===== config.mk =====
export PLATFORM = sky130hd
export DESIGN_NAME = trap_unit_top
export DESIGN_NICKNAME = d
export VERILOG_FILES = /design/src/trap_pkg.sv /design/src/trap_fsm.sv /design/src/csr_file.sv /design/src/mtimer.sv /design/src/trap_unit_top.sv
export SDC_FILE = /design/constraint.sdc
export NUM_CORES = 1
export LEC_CHECK = 0
export CORE_UTILIZATION = 58
export CTS_BUF_LIST = sky130_fd_sc_hd__clkbuf_16
export CTS_CLUSTER_DIAMETER = 120
export CTS_CLUSTER_SIZE = 10
export DETAILED_ROUTE_END_ITERATION = 6
export DONT_BUFFER_PORTS = 1
export PLACE_DENSITY = 0.76
export SLEW_MARGIN = 5
export SYNTH_ARGS = -nofsm -noshare
export SYNTH_HDL_FRONTEND = slang
export SYNTH_SLANG_ARGS = --single-unit

===== constraint.sdc =====
create_clock -name clk_core -period 2.6 [get_ports clk_core]
set_input_delay 0.52 -clock clk_core [delete_from_list [all_inputs] [get_ports clk_core]]
set_output_delay 0.52 -clock clk_core [all_outputs]
set_load 0.03 [all_outputs]

===== src/trap_pkg.sv =====
package trap_pkg;

  // Data and address word
  typedef logic [31:0] word;

  typedef enum logic [1:0] {
    USER_MODE    = 2'b00,
    MACHINE_MODE = 2'b11
  } privilege_t;

  // Synchronous exception codes as recorded in mcause
  typedef enum logic [3:0] {
    EXC_INSTR_MISALIGNED = 4'd0,
    EXC_INSTR_FAULT      = 4'd1,
    EXC_ILLEGAL_INSTR    = 4'd2,
    EXC_BREAKPOINT       = 4'd3,
    EXC_LOAD_MISALIGNED  = 4'd4,
    EXC_LOAD_FAULT       = 4'd5,
    EXC_STORE_MISALIGNED = 4'd6,
    EXC_STORE_FAULT      = 4'd7,
    EXC_ECALL_U          = 4'd8,
    EXC_ECALL_M          = 4'd11
  } exception_t;

  // Byte offsets on the AXI4-Lite CSR port
  localparam logic [11:0] CSR_ADDR_MSTATUS  = 12'h000;
  localparam logic [11:0] CSR_ADDR_MTVEC    = 12'h004;
  localparam logic [11:0] CSR_ADDR_MEPC     = 12'h008;
  localparam logic [11:0] CSR_ADDR_MCAUSE   = 12'h00C;
  localparam logic [11:0] CSR_ADDR_MTVAL    = 12'h010;
  localparam logic [11:0] CSR_ADDR_MTIMECMP = 12'h014;
  localparam logic [11:0] CSR_ADDR_MTIME    = 12'h018;

  // mstatus field positions
  localparam int MSTATUS_MIE_BIT  = 3;
  localparam int MSTATUS_MPIE_BIT = 7;
  localparam int MSTATUS_MPP_LSB  = 11;

  // Only the machine timer can interrupt
  localparam logic [30:0] IRQ_CAUSE_TIMER = 31'd7;

  localparam logic [1:0] AXI_RESP_OKAY   = 2'b00;
  localparam logic [1:0] AXI_RESP_SLVERR = 2'b10;

endpackage


===== src/trap_fsm.sv =====
`timescale 1ns/1ps

module trap_fsm
  import trap_pkg::*;
(
  input  logic       clk_core,
  input  logic       rst_core_n,
  input  logic       irq_i,

  input  logic       flush_ack_i,
  output logic       flush_req_o,
  output word        flush_target_o,

  input  logic       ctrl_flush_begin_i,
  input  logic       ctrl_trap_i,
  input  exception_t ctrl_trap_cause_i,
  input  word        ctrl_trap_value_i,
  input  word        ctrl_next_pc_i,
  input  logic       ctrl_mode_return_i,
  input  logic       ctrl_commit_i,
  input  logic       ctrl_wait_irq_i,
  output logic       begin_irq_o,

  input  logic       mstatus_mie_i,
  input  logic       mstatus_mpie_i,
  input  privilege_t mstatus_mpp_i,
  input  word        mepc_i,
  input  word        mtvec_i,

  output logic       mie_we_o,
  output logic       mie_next_o,
  output logic       mpie_we_o,
  output logic       mpie_next_o,
  output logic       mpp_we_o,
  output privilege_t mpp_next_o,
  output logic       trap_we_o,
  output word        mepc_next_o,
  output word        mcause_next_o,
  output word        mtval_next_o,

  output privilege_t current_mode_o
);

  typedef enum logic [2:0] {
    SETTLE,
    FLUSH_ENTER,
    FLUSH_EXIT,
    RUN,
    IRQ_PENDING,
    WAIT_FOR_IRQ
  } state_t;

  state_t state_q, state_d;
  logic irq_pending_q, take_irq_q, woke_q;
  logic interrupt_enable, mpp_legal, do_return, trap_entry;
  logic jump, mode_switch, wait_for_irq;
  privilege_t mpp_safe, to_mode;
  word jump_address;

  // An interrupt entry outranks a stale return request
  assign do_return  = ctrl_mode_return_i & ~take_irq_q;
  assign trap_entry = (ctrl_trap_i | take_irq_q) & ~do_return;

  // User mode can always be interrupted
  assign interrupt_enable = (current_mode_o == USER_MODE) | mstatus_mie_i;

  // Only machine and user modes exist
  assign mpp_legal = (mstatus_mpp_i == USER_MODE) || (mstatus_mpp_i == MACHINE_MODE);
  assign mpp_safe  = mpp_legal ? mstatus_mpp_i : current_mode_o;
  assign to_mode   = do_return ? mpp_safe : MACHINE_MODE;

  always_comb begin
    state_d      = state_q;
    flush_req_o  = 1'b0;
    begin_irq_o  = 1'b0;
    jump         = 1'b0;
    mode_switch  = 1'b0;
    wait_for_irq = 1'b0;

    case (state_q)
      SETTLE: begin
        jump        = 1'b1;
        flush_req_o = 1'b1;
        mode_switch = trap_entry | do_return;
        state_d     = (ctrl_wait_irq_i & ~woke_q) ? WAIT_FOR_IRQ : FLUSH_ENTER;
      end
      FLUSH_ENTER: begin
        flush_req_o = 1'b1;
        if (flush_ack_i) state_d = FLUSH_EXIT;
      end
      FLUSH_EXIT: begin
        if (!flush_ack_i) state_d = RUN;
      end
      RUN: begin
        if (ctrl_flush_begin_i) state_d = SETTLE;
        else if (irq_pending_q) state_d = IRQ_PENDING;
      end
      IRQ_PENDING: begin
        begin_irq_o = 1'b1;
        if (ctrl_flush_begin_i | ctrl_commit_i) state_d = SETTLE;
      end
      WAIT_FOR_IRQ: begin
        flush_req_o  = 1'b1;
        wait_for_irq = 1'b1;
        if (irq_i) state_d = SETTLE;
      end
      default: state_d = SETTLE;
    endcase

    if (trap_entry) jump_address = mtvec_i;
    else if (do_return) jump_address = mepc_i;
    else jump_address = ctrl_next_pc_i;
  end

  assign mie_we_o    = mode_switch;
  assign mie_next_o  = do_return ? mstatus_mpie_i : 1'b0;
  assign mpie_we_o   = mode_switch;
  assign mpie_next_o = do_return ? 1'b1 : mstatus_mie_i;

  // Illegal MPP is overwritten with the current mode
  assign mpp_we_o   = mode_switch | ~mpp_legal;
  assign mpp_next_o = (mode_switch & do_return) ? USER_MODE : current_mode_o;

  assign trap_we_o     = mode_switch & trap_entry;
  assign mepc_next_o   = {ctrl_next_pc_i[31:2], 2'b00};
  assign mcause_next_o = take_irq_q ? {1'b1, IRQ_CAUSE_TIMER} : {28'd0, ctrl_trap_cause_i};
  assign mtval_next_o  = take_irq_q ? '0 : ctrl_trap_value_i;

  always_ff @(posedge clk_core or negedge rst_core_n) begin
    if (!rst_core_n) begin
      state_q        <= SETTLE;
      current_mode_o <= MACHINE_MODE;
      irq_pending_q  <= 1'b0;
      take_irq_q     <= 1'b0;
      woke_q         <= 1'b0;
    end else begin
      state_q       <= state_d;
      irq_pending_q <= irq_i & interrupt_enable;
      // Interrupt is taken once the core stops, unless its own flush came first
      take_irq_q    <= (begin_irq_o & ~ctrl_flush_begin_i) | (wait_for_irq & interrupt_enable);
      woke_q        <= wait_for_irq;
      if (mode_switch) current_mode_o <= to_mode;
    end
  end

  always_ff @(posedge clk_core) begin
    if (jump) flush_target_o <= jump_address;
  end

endmodule


===== src/csr_file.sv =====
`timescale 1ns/1ps

module csr_file
  import trap_pkg::*;
(
  input  logic       clk_core,
  input  logic       rst_core_n,

  input  logic       mie_we_i,
  input  logic       mie_next_i,
  input  logic       mpie_we_i,
  input  logic       mpie_next_i,
  input  logic       mpp_we_i,
  input  privilege_t mpp_next_i,
  input  logic       trap_we_i,
  input  word        mepc_next_i,
  input  word        mcause_next_i,
  input  word        mtval_next_i,

  output logic       mstatus_mie_o,
  output logic       mstatus_mpie_o,
  output privilege_t mstatus_mpp_o,
  output word        mepc_o,
  output word        mtvec_o,
  output word        mtimecmp_o,
  input  word        mtime_i,

  input  word        s_awaddr_i,
  input  logic       s_awvalid_i,
  output logic       s_awready_o,
  input  word        s_wdata_i,
  input  logic [3:0] s_wstrb_i,
  input  logic       s_wvalid_i,
  output logic       s_wready_o,
  output logic [1:0] s_bresp_o,
  output logic       s_bvalid_o,
  input  logic       s_bready_i,
  input  word        s_araddr_i,
  input  logic       s_arvalid_i,
  output logic       s_arready_o,
  output word        s_rdata_o,
  output logic [1:0] s_rresp_o,
  output logic       s_rvalid_o,
  input  logic       s_rready_i
);

  word mcause_q, mtval_q;
  word mstatus_word, wr_old, wr_data, rd_data;
  logic wr_hit, rd_hit, wr_accept, rd_accept;

  function automatic word apply_strb(word old_value, word new_value, logic [3:0] strb);
    word result;
    for (int i = 0; i < 4; i++) begin
      result[8*i +: 8] = strb[i] ? new_value[8*i +: 8] : old_value[8*i +: 8];
    end
    return result;
  endfunction

  // Current value at an offset, zero and no hit when unmapped
  function automatic word csr_lookup(word addr, output logic hit);
    word value;
    value = '0;
    hit   = (addr[31:12] == '0);
    case (addr[11:0])
      CSR_ADDR_MSTATUS:  value = mstatus_word;
      CSR_ADDR_MTVEC:    value = mtvec_o;
      CSR_ADDR_MEPC:     value = mepc_o;
      CSR_ADDR_MCAUSE:   value = mcause_q;
      CSR_ADDR_MTVAL:    value = mtval_q;
      CSR_ADDR_MTIMECMP: value = mtimecmp_o;
      CSR_ADDR_MTIME:    value = mtime_i;
      default:           hit = 1'b0;
    endcase
    if (!hit) value = '0;
    return value;
  endfunction

  always_comb begin
    mstatus_word = '0;
    mstatus_word[MSTATUS_MIE_BIT]      = mstatus_mie_o;
    mstatus_word[MSTATUS_MPIE_BIT]     = mstatus_mpie_o;
    mstatus_word[MSTATUS_MPP_LSB +: 2] = mstatus_mpp_o;

    wr_old  = csr_lookup(s_awaddr_i, wr_hit);
    wr_data = apply_strb(wr_old, s_wdata_i, s_wstrb_i);
    rd_data = csr_lookup(s_araddr_i, rd_hit);
  end

  // One transaction per direction in flight
  assign wr_accept = s_awvalid_i & s_wvalid_i & ~s_awready_o & ~s_bvalid_o;
  assign rd_accept = s_arvalid_i & ~s_arready_o & ~s_rvalid_o;

  always_ff @(posedge clk_core or negedge rst_core_n) begin
    if (!rst_core_n) begin
      s_awready_o <= 1'b0;
      s_wready_o  <= 1'b0;
      s_bvalid_o  <= 1'b0;
      s_arready_o <= 1'b0;
      s_rvalid_o  <= 1'b0;
    end else begin
      s_awready_o <= wr_accept;
      s_wready_o  <= wr_accept;
      s_arready_o <= rd_accept;
      if (s_awready_o) s_bvalid_o <= 1'b1;
      else if (s_bready_i) s_bvalid_o <= 1'b0;
      if (s_arready_o) s_rvalid_o <= 1'b1;
      else if (s_rready_i) s_rvalid_o <= 1'b0;
    end
  end

  always_ff @(posedge clk_core) begin
    if (s_awready_o) s_bresp_o <= wr_hit ? AXI_RESP_OKAY : AXI_RESP_SLVERR;
    if (s_arready_o) begin
      s_rdata_o <= rd_data;
      s_rresp_o <= rd_hit ? AXI_RESP_OKAY : AXI_RESP_SLVERR;
    end
  end

  always_ff @(posedge clk_core or negedge rst_core_n) begin
    if (!rst_core_n) begin
      mstatus_mie_o  <= 1'b0;
      mstatus_mpie_o <= 1'b0;
      mstatus_mpp_o  <= MACHINE_MODE;
      mepc_o         <= '0;
      mtvec_o        <= '0;
      mcause_q       <= '0;
      mtval_q        <= '0;
      mtimecmp_o     <= '1;
    end else begin
      if (s_awready_o && wr_hit) begin
        case (s_awaddr_i[11:0])
          CSR_ADDR_MSTATUS: begin
            mstatus_mie_o  <= wr_data[MSTATUS_MIE_BIT];
            mstatus_mpie_o <= wr_data[MSTATUS_MPIE_BIT];
            mstatus_mpp_o  <= privilege_t'(wr_data[MSTATUS_MPP_LSB +: 2]);
          end
          CSR_ADDR_MTVEC:    mtvec_o    <= {wr_data[31:2], 2'b00};
          CSR_ADDR_MEPC:     mepc_o     <= {wr_data[31:2], 2'b00};
          CSR_ADDR_MCAUSE:   mcause_q   <= wr_data;
          CSR_ADDR_MTVAL:    mtval_q    <= wr_data;
          CSR_ADDR_MTIMECMP: mtimecmp_o <= wr_data;
          default: ;
        endcase
      end
      // Hardware updates land last so they win
      if (mie_we_i) mstatus_mie_o <= mie_next_i;
      if (mpie_we_i) mstatus_mpie_o <= mpie_next_i;
      if (mpp_we_i) mstatus_mpp_o <= mpp_next_i;
      if (trap_we_i) begin
        mepc_o   <= mepc_next_i;
        mcause_q <= mcause_next_i;
        mtval_q  <= mtval_next_i;
      end
    end
  end

endmodule


===== src/mtimer.sv =====
`timescale 1ns/1ps

module mtimer
  import trap_pkg::*;
(
  input  logic clk_core,
  input  logic rst_core_n,
  input  word  mtimecmp_i,
  output word  mtime_o,
  output logic timer_irq_o
);

  logic cmp_hit;

  // Unsigned compare, level until mtimecmp moves past mtime
  assign cmp_hit = (mtime_o >= mtimecmp_i);

  always_ff @(posedge clk_core or negedge rst_core_n) begin
    if (!rst_core_n) begin
      mtime_o <= '0;
    end else begin
      mtime_o <= mtime_o + 32'd1;
    end
  end

  always_ff @(posedge clk_core or negedge rst_core_n) begin
    if (!rst_core_n) begin
      timer_irq_o <= 1'b0;
    end else begin
      timer_irq_o <= cmp_hit;
    end
  end

endmodule


===== src/trap_unit_top.sv =====
`timescale 1ns/1ps

module trap_unit_top
  import trap_pkg::*;
(
  input  logic       clk_core,
  input  logic       rst_core_n,
  input  logic       flush_ack_i,
  output logic       flush_req_o,
  output word        flush_target_o,
  input  logic       ctrl_flush_begin_i,
  input  logic       ctrl_trap_i,
  input  exception_t ctrl_trap_cause_i,
  input  word        ctrl_trap_value_i,
  input  word        ctrl_next_pc_i,
  input  logic       ctrl_mode_return_i,
  input  logic       ctrl_commit_i,
  input  logic       ctrl_wait_irq_i,
  output logic       begin_irq_o,
  output privilege_t current_mode_o,

  input  word        s_awaddr_i,
  input  logic       s_awvalid_i,
  output logic       s_awready_o,
  input  word        s_wdata_i,
  input  logic [3:0] s_wstrb_i,
  input  logic       s_wvalid_i,
  output logic       s_wready_o,
  output logic [1:0] s_bresp_o,
  output logic       s_bvalid_o,
  input  logic       s_bready_i,
  input  word        s_araddr_i,
  input  logic       s_arvalid_i,
  output logic       s_arready_o,
  output word        s_rdata_o,
  output logic [1:0] s_rresp_o,
  output logic       s_rvalid_o,
  input  logic       s_rready_i
);

  logic timer_irq;
  logic mstatus_mie, mstatus_mpie;
  privilege_t mstatus_mpp;
  word mepc, mtvec, mtimecmp, mtime;
  logic mie_we, mie_next, mpie_we, mpie_next, mpp_we, trap_we;
  privilege_t mpp_next;
  word mepc_next, mcause_next, mtval_next;

  trap_fsm u_fsm (
    .clk_core           (clk_core),
    .rst_core_n         (rst_core_n),
    .irq_i              (timer_irq),
    .flush_ack_i        (flush_ack_i),
    .flush_req_o        (flush_req_o),
    .flush_target_o     (flush_target_o),
    .ctrl_flush_begin_i (ctrl_flush_begin_i),
    .ctrl_trap_i        (ctrl_trap_i),
    .ctrl_trap_cause_i  (ctrl_trap_cause_i),
    .ctrl_trap_value_i  (ctrl_trap_value_i),
    .ctrl_next_pc_i     (ctrl_next_pc_i),
    .ctrl_mode_return_i (ctrl_mode_return_i),
    .ctrl_commit_i      (ctrl_commit_i),
    .ctrl_wait_irq_i    (ctrl_wait_irq_i),
    .begin_irq_o        (begin_irq_o),
    .mstatus_mie_i      (mstatus_mie),
    .mstatus_mpie_i     (mstatus_mpie),
    .mstatus_mpp_i      (mstatus_mpp),
    .mepc_i             (mepc),
    .mtvec_i            (mtvec),
    .mie_we_o           (mie_we),
    .mie_next_o         (mie_next),
    .mpie_we_o          (mpie_we),
    .mpie_next_o        (mpie_next),
    .mpp_we_o           (mpp_we),
    .mpp_next_o         (mpp_next),
    .trap_we_o          (trap_we),
    .mepc_next_o        (mepc_next),
    .mcause_next_o      (mcause_next),
    .mtval_next_o       (mtval_next),
    .current_mode_o     (current_mode_o)
  );

  csr_file u_csr (
    .clk_core       (clk_core),
    .rst_core_n     (rst_core_n),
    .mie_we_i       (mie_we),
    .mie_next_i     (mie_next),
    .mpie_we_i      (mpie_we),
    .mpie_next_i    (mpie_next),
    .mpp_we_i       (mpp_we),
    .mpp_next_i     (mpp_next),
    .trap_we_i      (trap_we),
    .mepc_next_i    (mepc_next),
    .mcause_next_i  (mcause_next),
    .mtval_next_i   (mtval_next),
    .mstatus_mie_o  (mstatus_mie),
    .mstatus_mpie_o (mstatus_mpie),
    .mstatus_mpp_o  (mstatus_mpp),
    .mepc_o         (mepc),
    .mtvec_o        (mtvec),
    .mtimecmp_o     (mtimecmp),
    .mtime_i        (mtime),
    .s_awaddr_i     (s_awaddr_i),
    .s_awvalid_i    (s_awvalid_i),
    .s_awready_o    (s_awready_o),
    .s_wdata_i      (s_wdata_i),
    .s_wstrb_i      (s_wstrb_i),
    .s_wvalid_i     (s_wvalid_i),
    .s_wready_o     (s_wready_o),
    .s_bresp_o      (s_bresp_o),
    .s_bvalid_o     (s_bvalid_o),
    .s_bready_i     (s_bready_i),
    .s_araddr_i     (s_araddr_i),
    .s_arvalid_i    (s_arvalid_i),
    .s_arready_o    (s_arready_o),
    .s_rdata_o      (s_rdata_o),
    .s_rresp_o      (s_rresp_o),
    .s_rvalid_o     (s_rvalid_o),
    .s_rready_i     (s_rready_i)
  );

  mtimer u_timer (
    .clk_core    (clk_core),
    .rst_core_n  (rst_core_n),
    .mtimecmp_i  (mtimecmp),
    .mtime_o     (mtime),
    .timer_irq_o (timer_irq)
  );

endmodule


; ---- Word-level counts from Yosys, hierarchy flattened
; Cells that the tools add are included.
; Widths: inputs -> output; s select.
[totals]
register_bits = 275
in_bits = 181
output_inout_bits = 77
word_cells = 164
[classes]
add_sub_neg = 1
magnitude_cmp = 1
eq_ne = 24
n_mux = 55
n_bitwise = 28
reduce_logical = 31
[ops]
columns = op, count
row1 = $mux 32, 14
row2 = $pmux 32 s7, 1
row3 = $pmux 32 s5, 1
row4 = $eq 12x5->1 const B, 6
row5 = $eq 12x4->1 const B, 4
row6 = $logic_not 20->1, 2
row7 = $add 32x1->32 const B, 1
row8 = $ge 32x32->1, 1
row9 = $mux 8, 4
row10 = $eq 12x3->1 const B, 2
row11 = $logic_not 12->1, 2
row12 = $mux 3, 7
row13 = $reduce_bool 2->1, 10
row14 = $mux 1, 19
row15 = $pmux 3 s6, 1
row16 = $mux 2, 8
row17 = $reduce_and 2->1, 8
row18 = $reduce_or 7->1, 2
row19 = $and 1x1->1, 13
row20 = $not 1->1, 9
row21 = $eq 3x2->1 const B, 2
row22 = $eq 3x3->1 const B, 2
row23 = $ne 2x1->1 const B, 3
row24 = $or 1x1->1, 6
row25 = other kinds (10), 12

; ---- Longest topological paths before layout
[logic_depth]
word_depth = 9
mapped_depth = 9
depth_no_buf = 8

; ---- By module
; Synthesis repeated with hierarchy kept, for this count alone.
[hier_totals]
hier_cells = 1792
hier_area_um2 = 17072.6
[modules_own_cells]
columns = mod, instances, cells_each, area_each_um2, seq_area_each_um2
row1 = csr_file, 1, 1266, 12021.5, 5217.5
row2 = trap_fsm, 1, 303, 2865.2, 1163.6
row3 = mtimer, 1, 223, 2185.8, 825.8

; ---- Worst setup path before layout
; No wires, ideal clock.
[synth_timing]
path_kind = register to register
startpoint = register u_fsm.state_q[0]
endpoint = register u_csr.mcause_q[3]
setup_time_ps = 137
t_arrival_ps = 2575
setup_slack_ps = -112
stages_incl_launch_ff = 10
path_buffers = 4
path_cell_list = dfrtp_1 clkbuf_1 or3_1 clkbuf_1 inv_1 nand2_1 clkbuf_1 clkbuf_1 a32oi_1 o21ai_0
[synth_between]
elab_chain_cells = 5
word_cells_on_any_way = 7
cone_classes = mux: 2 / bitwise: 1 / reduce/logical: 4
[synth_rtl]
columns = element, line_no
row1 = from (decl), trap_fsm.sv:53  ; state_t state_q, state_d;
row2 = from (signal assigned), trap_fsm.sv:137  ; state_q <= state_d;
row3 = $logic_not 3->1 *, trap_fsm.sv:80  ; case (state_q)
row4 = $mux 1 *, trap_fsm.sv:80
row5 = $and 1x1->1 *, trap_fsm.sv:124  ; assign trap_we_o = mode_switch & trap_entry;
row6 = $reduce_bool 2->1 (no line), --
row7 = $reduce_and 2->1 (no line), --
row8 = to (signal assigned), csr_file.sv:139  ; CSR_ADDR_MCAUSE: mcause_q <= wr_data;
row9 = to (signal assigned), csr_file.sv:151  ; mcause_q <= mcause_next_i;
row10 = to (decl), csr_file.sv:47  ; word mcause_q, mtval_q;
; Every way passes the cells marked *; elsewhere a longest branch is shown, timed or not.
; A chain may end at the register's enable or synchronous reset.

; ---- Worst setup path after layout
[layout_timing]
startpoint = register u_csr.mtimecmp_o[0]
endpoint = register u_timer.timer_irq_o
[layout_between]
elab_chain_cells = 1
[layout_rtl]
columns = element, line_no
row1 = from (decl), csr_file.sv:25  ; output word mtimecmp_o,
row2 = from (signal assigned), csr_file.sv:141  ; CSR_ADDR_MTIMECMP: mtimecmp_o <= wr_data;
row3 = $ge 32x32->1, mtimer.sv:16  ; assign cmp_hit = (mtime_o >= mtimecmp_i);
row4 = net u_timer.cmp_hit, mtimer.sv:13  ; logic cmp_hit;
row5 = to (signal assigned), mtimer.sv:30  ; timer_irq_o <= cmp_hit;
row6 = to (decl), mtimer.sv:10  ; output logic timer_irq_o
; The timed path passes the listed nets, and every way through them passes these cells.

==> results by group <==
STA
  • Final min period: approximately 2.4 ns
  • Max Slew Vio Count: 0
  • Final Cycle Share: between 90% and 100%
  • Post-Route Skew: 0.01633 ns
  • Rel. slew slack: 47.87%
  • Fin Hold WS: -0.3508 ns
  • Fmax: 416.3 MHz
  • TNS Setup: 0 ns
  • Slew @ Worst Pin: approximately 0.77 ns
  • Unrepaired setup endpoints after global routing: no
  • Setup violations, final: 0
  • Final Hold Vio Count: ~180

Drt
  • Final wirelength: between 50000 and 60000 µm
  • DR DRC count: 6
  • Vias per Instance: approximately 7.3
  • Avg WL per Cell: around 28 µm
  • DR iter-0 viols: 1936
  • ANT nets after route: 0
  • Vias: 13593
  • Pre-antenna DRT Iters: 7

Setup path
  • CP max-delay cell: dfstp_2
  • Reg2reg setup slack: 0.20 ns
  • R2R cell count: 9
  • CP max FO: 2
  • WP depth: 9
  • CP Data Required Time: between 3 and 4 ns
  • Worst path max stage delay: roughly 0.53 ns
  • Critical path cell sequence: ha_1 -> nand2b_1 -> a2111oi_2 -> buf_4 -> a2111oi_0 -> a2111oi_0 -> buf_4 -> o211ai_1 -> a211o_1
  • Worst setup path end: u_timer.timer_irq_o
  • CP bufs+invs: 2
  • Worst setup path startpoint: u_csr.mtimecmp_o[0]
  • Worst R2R End: u_timer.timer_irq_o
  • CP delay by family, top: compound AO/OA/AOI/OAI gates
  • Crit end category: flop
  • Startpoint Class: flop
  • WS Path Type: flop to flop
  • Critical R2R Launch: u_csr.mtimecmp_o[0]
  • Critical Path AT: 2.85 ns

Clocking
  • Clk sinks: roughly 270
  • Clk_lat worst skew: ~0.57 ns
  • Clock slew at reported path FFs: ~0.060 ns
  • Inserted Clock Buffers: 31
  • Max clock buf depth: 3
  • Max H-tree Level: 1
  • CTS tree: built
  • Root Buffer: clkbuf_16

Yosys
  • Post-synthesis cell type count: 71
  • Synth warn: 0
  • Syn avg cell area: ~9.8 µm²
  • Post-synthesis mux area share: approximately 3.4%
  • Main combinational cell family by area after synthesis: compound AO/OA/AOI/OAI gates
  • Post-synth top flop: dfrtp_1
  • Area share of xor/xnor cells in the synthesized design: under 10%
  • Post-synth EDFFs: 66
  • Post-Synth Simple-Gate Area: 12.67%
  • Post-synthesis sequential area ratio: 48.62%
  • Synth Area in Adders: about 2.9%
  • Ys async rst share: between 70% and 80%
  • Synth Area in Compound Gates: approximately 26%
  • Cells after Synth: 1504
  • Syn Std Cell Area: around 15000 µm²
  • Register bit count reported by yosys: around 270

Final layout
  • Multi-input gate area: just under 7000 µm²
  • Layout cell share with drive strength beyond 1: about an eighth
  • Most frequent cells in the layout: dfrtp_1 (168), a21oi_1 (167), nand2_1 (139)
  • Layout area overhead: 12.15%
  • Register area: about 7200 µm²
  • Finished Cell Area: 16510 µm²
  • Fillers: between 1500 and 2000
  • Most common cell after layout, fill and taps aside: dfrtp_1
  • Diodes inserted: 0
  • Fin cells: 1860
  • Nets: around 1700

Outcome
  • Violated checks: design-rule violations, negative hold slack
  • Outcome: finished with violations

Placed design
  • Area after DPL: roughly 16000 µm²
  • I/O Buffers: 0
  • Final GP Congestion: 0.9472
  • Inst Count DP: between 1500 and 2000
  • DP HPWL: around 34000 µm

Power
  • Leak Pwr: 6.372 nW
  • PwrDens: ~800 nW/µm²
  • Peak supply drop: about 0.62 mV
  • Total power: ~13 mW

Floorplanning
  • Die Span Y: around 160 µm
  • Die width: 161.3 µm
  • Floorplan row count: 57
  • Initial Util: 59.83%
  • Die ar.: ~26000 µm²
  • Core Area: between 20000 and 25000 µm²
  • IO Pins: around 260

Global route
  • Total GRT Usage: around two fifths
  • Vias in the first global route: between 10000 and 15000
  • First-pass GRT wire length: ~78000 µm
  • Antenna violations before repair: 1
  • Grt ovf: 0
  • Largest net degree at the start of global routing: just over 200

Min path
  • HP Class: input pin to asynchronous set/reset pin

Run
  • Max Cap Violations: 0
## cell usage after synthesis, types with 12 or more instances
cell       count  area (µm²)
dfrtp_1      169        4229
a211oi_1      12       90.09
a22oi_1       64       480.5
nor3b_1       25       187.7
a21oi_1      167       835.8
nor2_1        60       225.2
a311oi_1      23       201.4
nand3_1       22       110.1
inv_1         46       172.7
a22o_1        26       227.7
nor3_1        38       190.2
o2bb2ai_1     22       192.7
o22ai_1       35       219.0
nand2_1      140       525.5
nand4_1       13       81.33
a222oi_1      28       280.3
buf_2         18       90.09
and3_1        13       81.33
clkbuf_1      96       360.4
mux2i_1       37       370.4
o21ai_0      117       585.6
dfstp_2       36       945.9
a221oi_1      25       219.0
ha_1          33       412.9
edfxtp_1      66        1982
xnor2_1       20       175.2
## metal layers
| metal | track usage [%] | wire length, µm |
|---|---|---|
| met1 | 55.98 | 20040 |
| met2 | 55.60 | 21870 |
| met3 | 12.79 | 7525 |
| met4 | 15.01 | 1852 |
| met5 | 0 | 20 |
## registers in the layout, indices dropped and copies added (netlist names), 3 cells and up
signal and count:
u_csr.mtimecmp_o 32, u_csr.mtval_q 32, u_csr.mcause_q 32, u_timer.mtime_o 32
u_csr.mepc_o 30, u_csr.s_rdata_o 32, u_fsm.flush_target_o 32, u_csr.mtvec_o 30
u_fsm.state_q 3
## cell type report
cell class | instances | share of cell area (%)
clock buffers | 31 | 4.699
clock inverters | 26 | 0.6518
inverters | 47 | 1.091
multi-input cells | 1063 | 42.07
flip-flops and latches | 271 | 43.36
well taps | 324 | 2.456
repair buffers | 98 | 5.669
## metrics by stage
| stage | utilization (%) | worst slack (ns) |
|---|---|---|
| 6_report | 67.09 | 0.1980 |
| 5_1_grt | 67.09 | 0.03252 |
| 4_1_cts | 67.07 | 0.03770 |
| 3_5_place_dp | 63.48 | -0.05643 |
| 3_3_place_gp | 63.48 | 0.02108 |
| 2_1_floorplan | - | 0.01571 |
## worst min path at each step
stage	cells past startpoint	start	end
after floorplan	0	rst_core_n	u_csr.mcause_q[0]
after global placement	0	rst_core_n	u_fsm.state_q[2]
after detailed placement	0	rst_core_n	u_fsm.woke_q
after CTS	0	rst_core_n	u_csr.mtval_q[7]
after global routing	0	rst_core_n	u_fsm.woke_q
final	0	rst_core_n	u_fsm.woke_q
## cells by family after synthesis
logic type / count (synthesis)
adder cells (fa/ha/maj): 34
other: 1
AO/OA/AOI/OAI: 580
buffers and inverters: 171
flip-flops: 271
AND/OR/NAND/NOR: 370
multiplexers: 46
XOR/XNOR: 31
## report_power, final
group	switching [mW]	internal, mW	total (mW)
Combinational	1.48	1.08	2.56
Sequential	1.35	5.38	6.73
Clock	1.73	2.13	3.86
Total	4.56	8.59	13.2
## what timing repair did
action                                  CTS  global route
endpoints found under the setup margin    0             1
endpoints found under the hold margin   205           205
buffers inserted                          0             0
gates resized for setup                   0             2
No activity file was read; power rests on OpenSTA's default activity.
